$ cat src/design/enet_pkg.sv
`default_nettype none

package enet_pkg;

    typedef logic [11:0] csr_addr_t;
    typedef logic [31:0] csr_data_t;

    // coalescing fields of TXIC/RXIC
    typedef logic [7:0]  ic_count_t;
    typedef logic [15:0] ic_timer_t;

    // MDC half period in clk cycles
    typedef logic [5:0]  mii_speed_t;

    localparam csr_addr_t EIR_ADDR  = 12'h004;
    localparam csr_addr_t EIMR_ADDR = 12'h008;
    localparam csr_addr_t ECR_ADDR  = 12'h024;
    localparam csr_addr_t MMFR_ADDR = 12'h040;
    localparam csr_addr_t MSCR_ADDR = 12'h044;
    localparam csr_addr_t TXIC_ADDR = 12'h0F0;
    localparam csr_addr_t RXIC_ADDR = 12'h100;

    localparam int EIR_TXF     = 27;
    localparam int EIR_RXF     = 25;
    localparam int EIR_MII     = 23;
    localparam int ECR_ETHEREN = 1;
    localparam int IC_ICEN     = 31;

    // txf, rxf and mii
    localparam csr_data_t EIR_MASK  = 32'h0A80_0000;
    localparam csr_data_t EIMR_MASK = 32'h0A80_0000;
    localparam csr_data_t ECR_MASK  = 32'h0000_0002;
    localparam csr_data_t MSCR_MASK = 32'h0000_007E;
    // icen, icft and ictt
    localparam csr_data_t IC_MASK   = 32'h8FF0_FFFF;

    localparam int MDIO_PRE_BITS        = 32;
    localparam int MDIO_FRAME_BITS      = 32;
    // st, op, pa and ra are driven by the master on a read
    localparam int MDIO_READ_DRIVE_BITS = 14;
    localparam logic [1:0] MDIO_OP_READ = 2'b10;

    typedef enum logic [1:0] {
        mdio_idle,
        mdio_preamble,
        mdio_frame,
        mdio_done
    } mdio_state_e;

    typedef enum logic {
        coal_idle,
        coal_counting
    } coal_state_e;

endpackage

`default_nettype wire

$ cat src/design/enet_csr_if.sv
`default_nettype none

interface enet_csr_if import enet_pkg::*; ();

    csr_data_t wdata;
    logic      ecr_wen;
    logic      eir_wen;
    logic      eimr_wen;
    logic      mmfr_wen;
    logic      mscr_wen;
    logic      txic_wen;
    logic      rxic_wen;
    logic      ether_en;

    modport decode (
        output wdata, ecr_wen, eir_wen, eimr_wen, mmfr_wen,
        output mscr_wen, txic_wen, rxic_wen, ether_en
    );

    modport sink (
        input wdata, ecr_wen, eir_wen, eimr_wen, mmfr_wen,
        input mscr_wen, txic_wen, rxic_wen, ether_en
    );

endinterface

`default_nettype wire

$ cat src/design/enet_csr_decode.sv
`default_nettype none

module enet_csr_decode import enet_pkg::*; (
    input  logic              clk,
    input  logic              rst,
    input  logic              reg_wen,
    input  logic              reg_ren,
    input  csr_addr_t         reg_addr,
    input  csr_data_t         reg_wdata,
    output csr_data_t         reg_rdata,
    enet_csr_if.decode        csr,
    input  csr_data_t         eir,
    input  csr_data_t         eimr,
    input  csr_data_t         mmfr,
    input  csr_data_t         mscr,
    input  csr_data_t         txic,
    input  csr_data_t         rxic
);

    csr_data_t ecr;
    csr_data_t rd_mux;

    // one write strobe per register, qualified by reg_wen
    assign csr.wdata    = reg_wdata;
    assign csr.ecr_wen  = reg_wen && (reg_addr == ECR_ADDR);
    assign csr.eir_wen  = reg_wen && (reg_addr == EIR_ADDR);
    assign csr.eimr_wen = reg_wen && (reg_addr == EIMR_ADDR);
    assign csr.mmfr_wen = reg_wen && (reg_addr == MMFR_ADDR);
    assign csr.mscr_wen = reg_wen && (reg_addr == MSCR_ADDR);
    assign csr.txic_wen = reg_wen && (reg_addr == TXIC_ADDR);
    assign csr.rxic_wen = reg_wen && (reg_addr == RXIC_ADDR);

    always_ff @(posedge clk) begin
        if (rst) begin
            ecr <= '0;
        end else if (csr.ecr_wen) begin
            ecr <= reg_wdata & ECR_MASK;
        end
    end

    assign csr.ether_en = ecr[ECR_ETHEREN];

    always_comb begin
        case (reg_addr)
            EIR_ADDR:  rd_mux = eir;
            EIMR_ADDR: rd_mux = eimr;
            ECR_ADDR:  rd_mux = ecr;
            MMFR_ADDR: rd_mux = mmfr;
            MSCR_ADDR: rd_mux = mscr;
            TXIC_ADDR: rd_mux = txic;
            RXIC_ADDR: rd_mux = rxic;
            // unmapped offsets read as zero
            default:   rd_mux = '0;
        endcase
    end

    // read data holds until the next read strobe
    always_ff @(posedge clk) begin
        if (rst) begin
            reg_rdata <= '0;
        end else if (reg_ren) begin
            reg_rdata <= rd_mux;
        end
    end

endmodule

`default_nettype wire

$ cat src/design/enet_intr_coalesce.sv
`default_nettype none

module enet_intr_coalesce import enet_pkg::*; (
    input  logic            clk,
    input  logic            rst,
    enet_csr_if.sink        csr,
    input  logic            cfg_wen,
    input  logic            frame_done,
    output csr_data_t       cfg,
    output logic            frame_intr
);

    coal_state_e state;
    ic_count_t   frame_cnt;
    ic_count_t   cnt_next;
    ic_count_t   icft;
    ic_count_t   ft_eff;
    ic_timer_t   timer;
    ic_timer_t   timer_next;
    ic_timer_t   ictt;
    logic        icen;

    always_ff @(posedge clk) begin
        if (rst) begin
            cfg <= '0;
        end else if (cfg_wen) begin
            cfg <= csr.wdata & IC_MASK;
        end
    end

    assign icen = cfg[IC_ICEN];
    assign icft = cfg[27:20];
    assign ictt = cfg[15:0];

    // a frame threshold of zero behaves like one
    assign ft_eff     = (icft == '0) ? ic_count_t'(1) : icft;
    assign cnt_next   = frame_cnt + ic_count_t'(frame_done);
    assign timer_next = timer + ic_timer_t'(1);

    always_ff @(posedge clk) begin
        if (rst) begin
            state      <= coal_idle;
            frame_cnt  <= '0;
            timer      <= '0;
            frame_intr <= 1'b0;
        end else if (!csr.ether_en || !icen) begin
            // bypass passes each frame on one cycle later
            state      <= coal_idle;
            frame_cnt  <= '0;
            timer      <= '0;
            frame_intr <= csr.ether_en && frame_done;
        end else begin
            frame_intr <= 1'b0;
            case (state)
                coal_idle: begin
                    if (frame_done) begin
                        if (cnt_next >= ft_eff) begin
                            frame_intr <= 1'b1;
                        end else begin
                            state     <= coal_counting;
                            frame_cnt <= cnt_next;
                            timer     <= '0;
                        end
                    end
                end
                coal_counting: begin
                    // fire on count or timeout, whichever comes first
                    if (cnt_next >= ft_eff || timer_next >= ictt) begin
                        frame_intr <= 1'b1;
                        state      <= coal_idle;
                        frame_cnt  <= '0;
                        timer      <= '0;
                    end else begin
                        frame_cnt <= cnt_next;
                        timer     <= timer_next;
                    end
                end
                default: begin
                    state <= coal_idle;
                end
            endcase
        end
    end

endmodule

`default_nettype wire

$ cat src/design/enet_mdio_master.sv
`default_nettype none

module enet_mdio_master import enet_pkg::*; (
    input  logic            clk,
    input  logic            rst,
    enet_csr_if.sink        csr,
    input  logic            mdi,
    output csr_data_t       mmfr,
    output csr_data_t       mscr,
    output logic            mdc,
    output logic            mdo,
    output logic            mdo_en,
    output logic            mii_done
);

    mdio_state_e state;
    mii_speed_t  mii_speed;
    mii_speed_t  speed_q;
    mii_speed_t  div_cnt;
    logic [5:0]  bit_cnt;
    csr_data_t   shift_q;
    logic        rd_op;
    logic        mdc_edge;
    logic        start;

    assign mii_speed = mscr[6:1];
    assign start     = csr.mmfr_wen && csr.ether_en && (mii_speed != '0)
                       && (state == mdio_idle);
    assign mdc_edge  = (div_cnt == speed_q - mii_speed_t'(1));
    assign mii_done  = (state == mdio_done);

    always_ff @(posedge clk) begin
        if (rst) begin
            mscr <= '0;
        end else if (csr.mscr_wen) begin
            mscr <= csr.wdata & MSCR_MASK;
        end
    end

    // mmfr takes bus writes, and read data is shifted into its low half
    always_ff @(posedge clk) begin
        if (rst) begin
            mmfr <= '0;
        end else if (csr.mmfr_wen) begin
            mmfr <= csr.wdata;
        end else if (state == mdio_frame && mdc_edge && !mdc && rd_op
                     && bit_cnt >= 6'(MDIO_FRAME_BITS - 16)) begin
            mmfr[15:0] <= {mmfr[14:0], mdi};
        end
    end

    always_ff @(posedge clk) begin
        if (rst) begin
            state   <= mdio_idle;
            speed_q <= '0;
            div_cnt <= '0;
            bit_cnt <= '0;
            shift_q <= '0;
            rd_op   <= 1'b0;
            mdc     <= 1'b0;
            mdo     <= 1'b0;
            mdo_en  <= 1'b0;
        end else if (!csr.ether_en) begin
            state  <= mdio_idle;
            mdc    <= 1'b0;
            mdo    <= 1'b0;
            mdo_en <= 1'b0;
        end else begin
            case (state)
                mdio_idle: begin
                    if (start) begin
                        state   <= mdio_preamble;
                        speed_q <= mii_speed;
                        div_cnt <= '0;
                        bit_cnt <= '0;
                        shift_q <= csr.wdata;
                        rd_op   <= (csr.wdata[29:28] == MDIO_OP_READ);
                        mdc     <= 1'b0;
                        mdo     <= 1'b1;
                        mdo_en  <= 1'b1;
                    end
                end
                mdio_preamble, mdio_frame: begin
                    if (!mdc_edge) begin
                        div_cnt <= div_cnt + mii_speed_t'(1);
                    end else begin
                        div_cnt <= '0;
                        mdc     <= !mdc;
                        // next bit goes out after the falling edge
                        if (mdc) begin
                            if (state == mdio_preamble) begin
                                if (bit_cnt == 6'(MDIO_PRE_BITS - 1)) begin
                                    state   <= mdio_frame;
                                    bit_cnt <= '0;
                                    mdo     <= shift_q[31];
                                end else begin
                                    bit_cnt <= bit_cnt + 6'd1;
                                end
                            end else if (bit_cnt == 6'(MDIO_FRAME_BITS - 1)) begin
                                state  <= mdio_done;
                                mdo    <= 1'b0;
                                mdo_en <= 1'b0;
                            end else begin
                                bit_cnt <= bit_cnt + 6'd1;
                                shift_q <= {shift_q[30:0], 1'b0};
                                mdo     <= shift_q[30];
                                // phy owns the line from turnaround on
                                mdo_en  <= !(rd_op && (bit_cnt + 6'd1
                                             >= 6'(MDIO_READ_DRIVE_BITS)));
                            end
                        end
                    end
                end
                mdio_done: begin
                    state <= mdio_idle;
                end
                default: begin
                    state <= mdio_idle;
                end
            endcase
        end
    end

endmodule

`default_nettype wire

$ cat src/design/enet_event_reg.sv
`default_nettype none

module enet_event_reg import enet_pkg::*; (
    input  logic            clk,
    input  logic            rst,
    enet_csr_if.sink        csr,
    input  logic            txf,
    input  logic            rxf,
    input  logic            mii_done,
    output csr_data_t       eir,
    output csr_data_t       eimr,
    output logic            irq
);

    csr_data_t eir_set;
    csr_data_t eir_clr;

    always_comb begin
        eir_set          = '0;
        eir_set[EIR_TXF] = txf;
        eir_set[EIR_RXF] = rxf;
        eir_set[EIR_MII] = mii_done;
    end

    // write 1 to clear
    assign eir_clr = csr.eir_wen ? (csr.wdata & EIR_MASK) : '0;

    // a new event in the clearing cycle keeps its bit set
    always_ff @(posedge clk) begin
        if (rst) begin
            eir <= '0;
        end else begin
            eir <= (eir & ~eir_clr) | eir_set;
        end
    end

    always_ff @(posedge clk) begin
        if (rst) begin
            eimr <= '0;
        end else if (csr.eimr_wen) begin
            eimr <= csr.wdata & EIMR_MASK;
        end
    end

    assign irq = |(eir & eimr);

endmodule

`default_nettype wire

$ cat src/design/enet_intr_core.sv
`default_nettype none

module enet_intr_core import enet_pkg::*; (
    input  logic            clk,
    input  logic            rst,
    input  logic            reg_wen,
    input  logic            reg_ren,
    input  csr_addr_t       reg_addr,
    input  csr_data_t       reg_wdata,
    output csr_data_t       reg_rdata,
    input  logic            tx_frame_done,
    input  logic            rx_frame_done,
    output logic            mdc,
    input  logic            mdi,
    output logic            mdo,
    output logic            mdo_en,
    output logic            irq
);

    csr_data_t eir;
    csr_data_t eimr;
    csr_data_t mmfr;
    csr_data_t mscr;
    csr_data_t txic;
    csr_data_t rxic;
    logic      txf;
    logic      rxf;
    logic      mii_done;

    enet_csr_if csr_bus ();

    enet_csr_decode u_csr_decode (
        .clk        (clk        ),
        .rst        (rst        ),
        .reg_wen    (reg_wen    ),
        .reg_ren    (reg_ren    ),
        .reg_addr   (reg_addr   ),
        .reg_wdata  (reg_wdata  ),
        .reg_rdata  (reg_rdata  ),
        .csr        (csr_bus    ),
        .eir        (eir        ),
        .eimr       (eimr       ),
        .mmfr       (mmfr       ),
        .mscr       (mscr       ),
        .txic       (txic       ),
        .rxic       (rxic       )
    );

    enet_intr_coalesce u_tx_coalesce (
        .clk        (clk                ),
        .rst        (rst                ),
        .csr        (csr_bus            ),
        .cfg_wen    (csr_bus.txic_wen   ),
        .frame_done (tx_frame_done      ),
        .cfg        (txic               ),
        .frame_intr (txf                )
    );

    enet_intr_coalesce u_rx_coalesce (
        .clk        (clk                ),
        .rst        (rst                ),
        .csr        (csr_bus            ),
        .cfg_wen    (csr_bus.rxic_wen   ),
        .frame_done (rx_frame_done      ),
        .cfg        (rxic               ),
        .frame_intr (rxf                )
    );

    enet_mdio_master u_mdio_master (
        .clk        (clk        ),
        .rst        (rst        ),
        .csr        (csr_bus    ),
        .mdi        (mdi        ),
        .mmfr       (mmfr       ),
        .mscr       (mscr       ),
        .mdc        (mdc        ),
        .mdo        (mdo        ),
        .mdo_en     (mdo_en     ),
        .mii_done   (mii_done   )
    );

    enet_event_reg u_event_reg (
        .clk        (clk        ),
        .rst        (rst        ),
        .csr        (csr_bus    ),
        .txf        (txf        ),
        .rxf        (rxf        ),
        .mii_done   (mii_done   ),
        .eir        (eir        ),
        .eimr       (eimr       ),
        .irq        (irq        )
    );

endmodule

`default_nettype wire

$ cat config.mk
export PLATFORM = sky130hd
export DESIGN_NAME = enet_intr_core
export DESIGN_NICKNAME = d
export VERILOG_FILES = /design/src/design/enet_pkg.sv /design/src/design/enet_csr_if.sv /design/src/design/enet_csr_decode.sv /design/src/design/enet_intr_coalesce.sv /design/src/design/enet_mdio_master.sv /design/src/design/enet_event_reg.sv /design/src/design/enet_intr_core.sv
export SDC_FILE = /design/constraint.sdc
export NUM_CORES = 1
export LEC_CHECK = 0
export ABC_CLOCK_PERIOD_IN_PS = 3300
export BUFFER_PORTS_ARGS = -buffer_cell sky130_fd_sc_hd__buf_2
export CAP_MARGIN = 30
export CELL_PAD_IN_SITES_DETAIL_PLACEMENT = 2
export CELL_PAD_IN_SITES_GLOBAL_PLACEMENT = 2
export CORE_MARGIN = 2
export CORE_UTILIZATION = 23
export CTS_CLUSTER_SIZE = 28
export DETAILED_ROUTE_END_ITERATION = 10
export PLACE_DENSITY = 0.58
export SYNTH_ARGS = -nofsm -noshare
export SYNTH_HDL_FRONTEND = slang
export SYNTH_SLANG_ARGS = --single-unit
$ cat constraint.sdc
create_clock -name clk -period 3.3 [get_ports clk]
set_input_delay 0.66 -clock clk [delete_from_list [all_inputs] [get_ports clk]]
set_output_delay 0.66 -clock clk [all_outputs]
set_load 0.02 [all_outputs]
==> metrics.txt, run 1 <==
Detail Placement HPWL 34.8 mm; Final nets 1734; ys async rst share 0%; gr usage total 17.5%; grt ovf 0; Final Wtd Congestion 0.781; worst-path cell chain nand4_1 -> nor4_2 -> buf_4 -> and3_4 -> nand3_4 -> xnor2_4 -> ha_4 -> nand4_1 -> nor2_2 -> o2111ai_2 -> o211ai_1 -> nor2_1 -> buf_6 -> buf_6 -> a221o_1; FF-to-FF path depth 15; TritonCTS clock tree built; sequential cell area 0.00472 mm²; Crit path required time 3.78 ns; Area Overhead vs Synth 29.0%; antenna-violating nets left 0; Core Box Area 0.0524 mm²; Worst Hold Path Cells 3; Syn Inst Count 1452; slowest cell delay on critical path 0.35 ns; first-pass GRT wire length 75.0 mm; Die Y 234 µm; peak supply drop 371 µV; TritonRoute pass-1 iters 8; Worst Setup Start Kind flip-flop; Port-buffer cells 86; Top Ports 87; YS warnings 0; Worst setup EP type flip-flop; Worst Tran Pin Value 0.945 ns; Hold Fails Final Rpt 0; fmax 302 MHz; Syn Area/Cell 8.39 µm²; status finished, violations left; Worst slew margin 36.3%; Synth Net Count 1565; initial antenna violation count 0; crit-path max FO 6; clock-pin slew on the worst setup and hold paths 0.06 ns; die width 234 µm; Reg2Reg Setup Slack -0.01 ns; fill count 5875; CP delay by family, top simple AND/OR/NAND/NOR gates; pre-CTS WS -0.201 ns; FF-to-FF End u_rx_coalesce.timer[2]; CP arrival 3.79 ns; H-tree level count 1; Unique masters post-synth 74; Post-synth EDFFs 0; initial core utilization 23.2%; FF+latch count, synth 235; clock buffer depth 3; Hold EP u_mdio_master.mmfr[18]; minimum clock period 3.31 ns; WL/cell 20.8 µm; via count 11800; Pleak 5.73 nW; Die Area 0.0548 mm²; Max Slew Vio Count 0; top_reg_cell synth dfxtp_1; Worst path slowest cell dfxtp_1; row count 84; max_cap viols 0; Pwr per Cell Area 410 mW/mm²; drt total wl 48.4 mm; DRC errors left 0; Hold Crit Class in2reg; share of cells above drive strength 1 22.5%; worst hold margin 0.332 ns; r2r startpoint u_rx_coalesce.timer[9]; post-layout util 29.9%; hold bufs inserted after CTS 0; root buf cell clkbuf_16; unrepaired setup endpoints after global routing yes; 1st-iter DRT viols 627; CTS Buf Count 31; area of the multi-input gates 0.00721 mm²; Mapped Area 0.0122 mm²; vias in the first global route 12700; fin crit share 100%; Sink Count 235; setup violators final 2; vias per inst 5.05; largest net degree at the start of global routing 187; violated checks setup timing; Min-Delay Startpoint reg_wdata[18]; Final WS setup -0.0133 ns; crit path kind reg2reg; worst skew pair latency 0.59 ns; post-synthesis sequential area ratio 38.6%; clk_skew 0.0189 ns; total buffers and inverters traversed by the critical path 3
-- state kept, by name, summed over array words and instances (netlist names), 16 cells and up --
register                flops
u_csr_decode.reg_rdata     32
u_mdio_master.mmfr         32
u_mdio_master.shift_q      32
u_rx_coalesce.cfg          25
u_tx_coalesce.cfg          25
u_rx_coalesce.timer        16
u_tx_coalesce.timer        16
-- area by class of cell --
type	instances	area share (%)
Antenna cell	1	0.0159
Clock buffer	48	5.86
Clock inverter	7	0.566
Inverter	63	1.51
Multi-Input combinational cell	1058	45.9
Sequential cell	235	30.1
Tap cell	688	5.48
Timing Repair Buffer	232	10.5
-- logic make-up (layout without fill, tap and decap cells) --
logic type	Yosys count	after routing	synth area share, %
and+or+nand+nor	550	550	22.2
AOI/OAI and AO/OA	352	352	20.3
DFF	235	235	38.6
buffers and inverters	159	350	5.22
adders and majority gates	62	62	6.37
xor gates and xnor gates	51	51	3.67
muxes	43	43	3.55
other	0	1	0
-- tightest hold or removal path, cell delays in order --
cell,delay (ns)
buf_2,0.11
nand2_1,0.05
a21oi_1,0.05
-- Yosys cell counts (all sizes together), types with 14 or more instances --
| master | number | area [µm²] |
|---|---|---|
| nor2 | 62 | 233 |
| a222oi | 17 | 170 |
| inv | 62 | 233 |
| a311oi | 18 | 220 |
| xor2 | 30 | 263 |
| nand4b | 36 | 315 |
| clkbuf | 82 | 308 |
| nor3 | 37 | 190 |
| a21oi | 111 | 556 |
| ha | 62 | 776 |
| dfxtp | 235 | 4700 |
| o21ai | 45 | 225 |
| buf | 14 | 91.3 |
| nand2 | 238 | 893 |
| a22o | 23 | 201 |
| nand3 | 75 | 375 |
| mux2i | 42 | 420 |
| xnor2 | 21 | 184 |
| nand4 | 15 | 93.8 |
| o31ai | 34 | 260 |
-- what timing repair did --
| action | 4_1_cts | 5_1_grt |
|---|---|---|
| gates resized for setup | 33 | 60 |
| cloned | 2 | 0 |
| setup endpoints to repair | 36 | 52 |
| setup buffers | 8 | 17 |
| pin swaps | 20 | 37 |
-- per-stage QoR --
step                power, mW  instance area, µm²  std cells  setup TNS (ns)
floorplan                2.98               12200       1452               0
global placement         3.11               14100       2250           -3.50
detailed placement       3.11               14100       2250           -6.80
CTS                      6.55               15300       2315               0
global route             6.68               15700       2331           -6.06
finish                   6.45               15700       2332         -0.0234
-- layer usage --
metal / GRT usage [%] / part of all wire, % / wire [µm] / vias to the layer above
li1: - / - / - / 5616
met1: 23.5 / 48 / 23100 / 5952
met2: 29.9 / 48 / 23100 / 148
met3: 1.97 / 2.5 / 1220 / 54
met4: 4.37 / 2.1 / 1030 / 0
met5: 0 / 0 / 0 / -
-- how the worst max path moves through the flow --
| stage | cells after the start | slack, ns | endpoint | startpoint |
|---|---|---|---|---|
| 2_1_floorplan | 14 | 0.02 | u_tx_coalesce.timer[2] | u_tx_coalesce.timer[0] |
| 3_3_place_gp | 13 | -0.13 | u_rx_coalesce.frame_cnt[3] | rx_frame_done |
| 3_5_place_dp | 15 | -0.20 | u_tx_coalesce.frame_cnt[6] | tx_frame_done |
| 4_1_cts | 16 | 0.002 | u_tx_coalesce.timer[7] | u_tx_coalesce.timer[1] |
| 5_1_grt | 15 | -0.22 | u_rx_coalesce.timer[2] | u_rx_coalesce.timer[10] |
| 6_report | 15 | -0.01 | u_rx_coalesce.timer[2] | u_rx_coalesce.timer[9] |
-- report_power, final --
part / switching [mW] / leakage (nW) / total (mW) / internal [mW]
sequential: 0.000150 / 1.90 / 2.84 / 2.84
combinational: 0.151 / 3.33 / 0.209 / 0.0583
clock: 1.35 / 0.499 / 3.40 / 2.05
-- placed cells by master, fill, tap and decap left out, types with 9 or more instances in the layout --
master / instances
a21oi_1: 107
a222oi_1: 17
a22o_1: 23
a22oi_1: 12
a311oi_2: 11
a31oi_1: 12
buf_2: 85
buf_4: 126
buf_6: 15
clkbuf_1: 9
clkbuf_16: 31
dfxtp_1: 224
dfxtp_2: 9
ha_1: 57
inv_1: 62
mux2i_1: 42
nand2_1: 235
nand2b_1: 12
nand3_1: 69
nand4_1: 15
nand4b_1: 36
nor2_1: 56
nor2b_1: 10
nor3_1: 31
nor4_1: 10
o21ai_0: 39
o31ai_1: 33
xnor2_1: 17
xor2_1: 28
Note: power is estimated with default switching activity, not from simulation.
==> run 2: changes to the inputs <==
--- a/config.mk
+++ b/config.mk
@@ -5,6 +5,7 @@
 export SDC_FILE = /design/constraint.sdc
 export NUM_CORES = 1
 export LEC_CHECK = 0
+export ABC_AREA = 1
 export ABC_CLOCK_PERIOD_IN_PS = 3300
 export BUFFER_PORTS_ARGS = -buffer_cell sky130_fd_sc_hd__buf_2
 export CAP_MARGIN = 30
@@ -14,7 +15,7 @@
 export CORE_UTILIZATION = 23
 export CTS_CLUSTER_SIZE = 28
 export DETAILED_ROUTE_END_ITERATION = 10
-export PLACE_DENSITY = 0.58
+export PLACE_DENSITY = 0.61
 export SYNTH_ARGS = -nofsm -noshare
 export SYNTH_HDL_FRONTEND = slang
 export SYNTH_SLANG_ARGS = --single-unit
==> run 2 against run 1 <==
  * Largest power group unchanged
  * Non-clock buffer count fell by 63
  * Cell count grew 9.5%
  * Combinational power up 16%
  * Synthesized cell count grew 19%
  * Critical path depth increased by 3
  * Critical endpoint is now u_tx_coalesce.timer[8]
  * Global-route usage decreased by 0.60 points
  * The run now ends clean
  * Maximum frequency rose by 5.7%
  * Clock-buffer cell count stayed put
  * Via count grew 3.0%
  * Die area increased by 0.67%
  * Utilization is 1.5 points lower
==> metrics.txt, run 2 <==
status finished, final reports clean (was finished, violations left); clock buffer depth 3 (unchanged); top post-synthesis cells by count nand2_1, dfxtp_1, a21oi_1 (unchanged); Worst Hold Path Cells 3 (unchanged); Port-buffer cells 86 (unchanged); antenna-violating nets left 0 (unchanged); H-tree level count 1 (unchanged); compound-gate portion of the synthesized area 19.1% (was 20.3%); Pwr per Cell Area 433 mW/mm² (was 410 mW/mm²); fmax 319 MHz (was 302 MHz); drt total wl 47.8 mm (was 48.4 mm); WL/cell 18.7 µm (was 20.8 µm); Post-Synth XOR/XNOR Area 3.14% (was 3.67%); ys async rst share 0% (unchanged); CP arrival 3.61 ns (was 3.79 ns); peak supply drop 363 µV (was 371 µV); area share of fa/ha/maj cells after synthesis 6.33% (was 6.37%); grt ovf 0 (unchanged); Final nets 1953 (was 1734); pre-CTS WS -0.329 ns (was -0.201 ns); minimum clock period 3.13 ns (was 3.31 ns); TritonRoute pass-1 iters 4 (was 8); Mapped Area 0.0123 mm² (was 0.0122 mm²); TritonCTS clock tree built (unchanged); worst skew pair latency 0.57 ns (was 0.59 ns); FF-to-FF path depth 18 (was 15); post-synth top area share 38.4% (was 38.6%); Syn Area/Cell 7.12 µm² (was 8.39 µm²); Worst Setup Start Kind flip-flop (unchanged); Area Overhead vs Synth 22.1% (was 29.0%); crit path kind reg2reg (unchanged); Hold Fails Final Rpt 0 (unchanged); Worst setup EP type flip-flop (unchanged); clock-pin slew on the worst setup and hold paths 0.06 ns (about the same); clk_skew 0.0133 ns (was 0.0189 ns); YS warnings 0 (unchanged); FF+latch count, synth 235 (unchanged); top post-synthesis cells by area dfxtp_1, nand2_1, a21oi_1 (was dfxtp_1, nand2_1, ha_1); Unique masters post-synth 44 (was 74); setup violators final 0 (was 2); Synth Net Count 1835 (was 1565); first-pass GRT wire length 74.4 mm (was 75.0 mm); biggest regs u_csr_decode.reg_rdata (32), u_mdio_master.mmfr (32), u_mdio_master.shift_q (32) (unchanged); post-synthesis sequential area ratio 38.4% (was 38.6%); Top Ports 87 (unchanged); initial core utilization 23.3% (was 23.2%); Core Box Area 0.0527 mm² (was 0.0524 mm²); Crit path required time 3.78 ns (about the same); max_cap viols 0 (unchanged); Final Wtd Congestion 0.821 (was 0.781); DRC errors left 0 (unchanged); cell accounting for the most synthesized area dfxtp_1 (unchanged); vias in the first global route 12900 (was 12700); root buf cell clkbuf_16 (unchanged); Syn Inst Count 1722 (was 1452); share of cells above drive strength 1 15.1% (was 22.5%); top_reg_cell synth dfxtp_1 (unchanged); CTS Buf Count 31 (unchanged); Worst slew margin 44.8% (was 36.3%); Pleak 5.86 nW (was 5.73 nW); vias per inst 4.75 (was 5.05); gr usage total 16.9% (was 17.5%); Post-Synth Simple-Gate Area 23.8% (was 22.2%); Die Area 0.0552 mm² (was 0.0548 mm²); Reg2Reg Setup Slack 0.17 ns (was -0.01 ns); fill count 6171 (was 5875); commonest non-fill, non-tap cell in the layout nand2_1 (unchanged); top-count cell post-synth nand2_1 (unchanged); Final WS setup 0.165 ns (was -0.0133 ns); largest family of logic cells by synthesized area simple AND/OR/NAND/NOR gates (unchanged); Post-synth EDFFs 0 (unchanged); Worst Tran Pin Value 0.827 ns (was 0.945 ns); row count 84 (unchanged); Sink Count 235 (unchanged); largest net degree at the start of global routing 53 (was 187); Detail Placement HPWL 35.1 mm (was 34.8 mm); fin crit share 95.0% (was 100%); initial antenna violation count 1 (was 0); 1st-iter DRT viols 422 (was 627); post-synthesis mux area share 0% (was 3.55%); Max Slew Vio Count 0 (unchanged); commonest cells after routing, fill and taps aside nand2_1, dfxtp_1, a21oi_1, inv_1, o21ai_0 (was nand2_1, dfxtp_1, buf_4, a21oi_1, buf_2); Hold Crit Class in2reg (unchanged); crit-path max FO 8 (was 6); Die Y 235 µm (was 234 µm); die width 235 µm (was 234 µm); worst hold margin 0.351 ns (was 0.332 ns); via count 12100 (was 11800)
-- run 2: worst paths after layout --
path | startpoint | to
max | u_tx_coalesce.timer[1] | u_tx_coalesce.timer[8]
min | reg_wdata[19] | u_mdio_master.mmfr[19]
max reg2reg | u_tx_coalesce.timer[1] | u_tx_coalesce.timer[8]
min reg2reg | u_mdio_master.mmfr[21] | u_mdio_master.mmfr[21]
-- run 2: cell type report --
type                       instances  area (µm²)  share of cell area (%)
multi-input combinational       1207        6560                    43.8
tap                              688         861                    5.75
sequential                       235        4710                    31.4
clock buffer                      48         910                    6.08
clock inverter                     9         101                   0.677
antenna                            1        2.50                  0.0167
inverter                         196         736                    4.91
timing repair buffer             169        1100                    7.35
-- run 2: layer usage --
layer | track usage (%) | wire length [µm] | up-vias
met5 | 0 | 0 | -
met4 | 3.74 | 1010 | 0
met3 | 2.20 | 1120 | 48
met2 | 28.5 | 22300 | 120
met1 | 23.0 | 23300 | 6016
li1 | - | - | 5944
-- run 2: metrics by stage --
step	total power [mW]	instances	area, µm²	TNS [ns]	util [%]
after global routing	6.74	2552	15000	-0.823	28.4
after global placement	3.15	2488	13700	-10.11	26.1
final	6.49	2553	15000	0	28.4
after CTS	6.60	2546	14800	-0.00280	28.1
after detailed placement	3.15	2489	13800	-7.48	26.1
after floorplan	3.02	1722	12300	0	-
-- run 2: report_power, final --
| group | leakage, nW | total, mW | switching [mW] | internal [mW] |
|---|---|---|---|---|
| Combinational | 3.47 | 0.242 | 0.178 | 0.0640 |
| Clock | 0.497 | 3.40 | 1.37 | 2.04 |
| Sequential | 1.89 | 2.84 | 0.00208 | 2.84 |
| Total | 5.86 | 6.49 | 1.55 | 4.94 |
-- run 2: worst max-delay path: stages, from the launching register on --
cell	delay [ns]
dfxtp_2	0.35
ha_2	0.19
nand3_1	0.12
nor2_2	0.15
nand4_1	0.15
nor2_2	0.16
nand2_1	0.10
buf_4	0.14
xnor2_1	0.23
ha_1	0.28
nand2_1	0.09
nor3_1	0.06
buf_4	0.14
nand3_1	0.09
nand4_1	0.18
nor2_4	0.24
buf_12	0.16
nand2_1	0.05
a21oi_1	0.14
-- run 2: cells by family (layout without fill, tap and decap cells) --
logic type | Yosys count | after routing
other | 0 | 1
AO/OA/AOI/OAI | 433 | 433
flip-flops | 235 | 235
AND/OR/NAND/NOR | 668 | 668
buffers and inverters | 280 | 422
adder cells (fa/ha/maj) | 62 | 62
XOR/XNOR | 44 | 44
-- run 2: timing repair --
item,in CTS,in global routing
hold buffers,0,0
gates cloned,0,1
setup endpoints to repair,26,52
resized for setup,2,30
pin swaps,0,11
buffers inserted,0,5
==> run 3: changes to the inputs <==
--- a/config.mk
+++ b/config.mk
@@ -16,6 +16,7 @@
 export CTS_CLUSTER_SIZE = 28
 export DETAILED_ROUTE_END_ITERATION = 10
 export PLACE_DENSITY = 0.61
+export RECOVER_POWER = 100
 export SYNTH_ARGS = -nofsm -noshare
 export SYNTH_HDL_FRONTEND = slang
 export SYNTH_SLANG_ARGS = --single-unit
==> run 3 against run 2 <==
  * Clock power barely moved
  * Highest routed layer unchanged
  * Via count hardly changed
  * Die area stayed put
  * Critical endpoint is now u_tx_coalesce.timer[13]
  * Final area fell by 1.2%
==> metrics.txt, run 3 (synthesis gave the netlist of run 2 again) <==
Sink Count 235 (unchanged); Core Box Area 0.0527 mm² (unchanged); max_cap viols 0 (unchanged); Top Ports 87 (unchanged); final non-filler cell total 2553 (unchanged); Min-Delay Startpoint reg_wdata[17] (was reg_wdata[19]); setup violators final 0 (unchanged); gr usage total 16.9% (unchanged); Final nets 1953 (unchanged); DRC errors left 0 (unchanged); Detail Placement HPWL 35.1 mm (unchanged); Pleak 5.67 nW (was 5.86 nW); TritonRoute pass-1 iters 5 (was 4); H-tree level count 1 (unchanged); pre-CTS WS -0.329 ns (unchanged); Reg2Reg Setup Slack 0.17 ns (about the same); crit path kind reg2reg (unchanged); Port-buffer cells 86 (unchanged); clock-pin slew on the worst setup and hold paths 0.06 ns (about the same); Worst slew margin 19.5% (was 44.8%); drt total wl 47.8 mm (about the same); FF-to-FF path depth 18 (unchanged); Die Area 0.0552 mm² (unchanged); Die Y 235 µm (unchanged); share of cells above drive strength 1 11.5% (was 15.1%); peak supply drop 365 µV (was 363 µV); clock buffer depth 3 (unchanged); TritonCTS clock tree built (unchanged); row count 84 (unchanged); Crit path required time 3.79 ns (was 3.78 ns); Final WS setup 0.170 ns (was 0.165 ns); worst hold margin 0.352 ns (was 0.351 ns); Cells after DPL 2489 (unchanged); CP arrival 3.62 ns (was 3.61 ns); commonest non-fill, non-tap cell in the layout nand2_1 (unchanged); clk_skew 0.0128 ns (was 0.0133 ns); first-pass GRT wire length 74.4 mm (unchanged); post-layout util 28.1% (was 28.4%); minimum clock period 3.13 ns (about the same); fin crit share 94.9% (was 95.0%); Max Slew Vio Count 0 (unchanged); commonest cells after routing, fill and taps aside nand2_1, a21oi_1, dfxtp_1, inv_1, o21ai_0 (was nand2_1, dfxtp_1, a21oi_1, inv_1, o21ai_0); Hold Fails Final Rpt 0 (unchanged); Final Wtd Congestion 0.821 (unchanged); via count 12100 (about the same); biggest regs u_csr_decode.reg_rdata (32), u_mdio_master.mmfr (32), u_mdio_master.shift_q (32) (unchanged); Worst Setup Start Kind flip-flop (unchanged); Worst Hold Path Cells 3 (unchanged); status finished, final reports clean (unchanged); die width 235 µm (unchanged); Pwr per Cell Area 438 mW/mm² (was 433 mW/mm²); crit-path max FO 8 (unchanged); Area Overhead vs Synth 20.7% (was 22.1%); initial core utilization 23.3% (unchanged); FF-to-FF End u_tx_coalesce.timer[13] (was u_tx_coalesce.timer[8]); antenna-violating nets left 0 (unchanged); r2r startpoint u_tx_coalesce.timer[1] (unchanged); CTS Buf Count 31 (unchanged); largest net degree at the start of global routing 53 (unchanged); Worst Tran Pin Value 1.21 ns (was 0.827 ns); worst skew pair latency 0.57 ns (about the same); Hold EP u_mdio_master.mmfr[17] (was u_mdio_master.mmfr[19]); 1st-iter DRT viols 420 (was 422); grt ovf 0 (unchanged); root buf cell clkbuf_16 (unchanged); Worst setup EP type flip-flop (unchanged); hold bufs inserted after CTS 0 (unchanged); Setup TNS 0 ns (unchanged); vias in the first global route 12900 (unchanged); Hold Crit Class in2reg (unchanged); WL/cell 18.7 µm (about the same); fmax 319 MHz (about the same); initial antenna violation count 1 (unchanged); vias per inst 4.75 (about the same)
==> run 3: cell types whose count changed in the layout (fill, tap and decap cells not counted), moves of 2 or more <==
cell,before,now
clkbuf_1,10,53
nor2_1,91,99
buf_4,79,69
clkbuf_2,0,4
a21oi_1,224,234
a21oi_2,15,5
nand3_1,67,69
nor2_2,11,7
buf_2,86,48
nor2_4,7,3
==> run 3: timing repair <==
| item | in CTS | in global routing |
|---|---|---|
| pin swaps | 0 | 11 |
| endpoints found under the setup margin | 26 | 52 |
| gates resized for setup | 2 | 30 |
| cloned | 0 | 1 |
| setup buffers | 0 | 5 |
==> run 3: worst max-delay path by stage <==
| stage | startpoint | to | slack, ns | cells after the start |
|---|---|---|---|---|
| 2_1_floorplan | rx_frame_done | u_rx_coalesce.timer[10] | 0.49 | 14 |
| 3_3_place_gp | rx_frame_done | u_rx_coalesce.timer[2] | -0.34 | 14 |
| 3_5_place_dp | tx_frame_done | u_tx_coalesce.timer[7] | -0.33 | 14 |
| 4_1_cts | u_tx_coalesce.timer[1] | u_tx_coalesce.frame_cnt[1] | -0.003 | 17 |
| 5_1_grt | u_tx_coalesce.timer[1] | u_tx_coalesce.timer[9] | -0.06 | 17 |
| 6_report | u_tx_coalesce.timer[1] | u_tx_coalesce.timer[13] | 0.17 | 18 |
==> run 3: critical path, stage by stage (launching register included) <==
cell,delay [ns]
dfxtp_2,0.35
ha_2,0.19
nand3_1,0.12
nor2_2,0.16
nand4_1,0.15
nor2_2,0.17
nand2_1,0.10
buf_4,0.14
xnor2_1,0.23
ha_1,0.28
nand2_1,0.09
nor3_1,0.06
buf_4,0.14
nand3_1,0.09
nand4_1,0.18
nor2_4,0.24
clkbuf_16,0.19
nand2_1,0.05
a21oi_1,0.12
==> run 3: routing by layer <==
metal  wire (µm)  global-route usage [%]  share of wire (%)
met4        1010                    3.74                2.1
met2       22400                    28.5                 47
met1       23300                    23.0                 49
met3        1110                    2.20                2.3
met5           0                       0                  0
==> run 3: layout make-up <==
class / count / area, µm²
Antenna cell: 1 / 2.50
Clock buffer: 48 / 910
Clock inverter: 9 / 101
Fill cell: 6233 / 37900
Inverter: 196 / 736
Multi-Input combinational cell: 1207 / 6460
Sequential cell: 235 / 4710
Tap cell: 688 / 861
Timing Repair Buffer: 169 / 1020
==> run 3: power breakdown <==
| part | switching, mW | internal (mW) |
|---|---|---|
| combinational | 0.175 | 0.0620 |
| sequential | 0.00210 | 2.84 |
| clock | 1.36 | 2.04 |
| total | 1.54 | 4.94 |
==> run 3: stage by stage <==
stage	power, mW	area [µm²]
floorplan	3.02	12300
global placement	3.15	13700
detailed placement	3.15	13800
CTS	6.60	14800
global route	6.73	14800
finish	6.48	14800
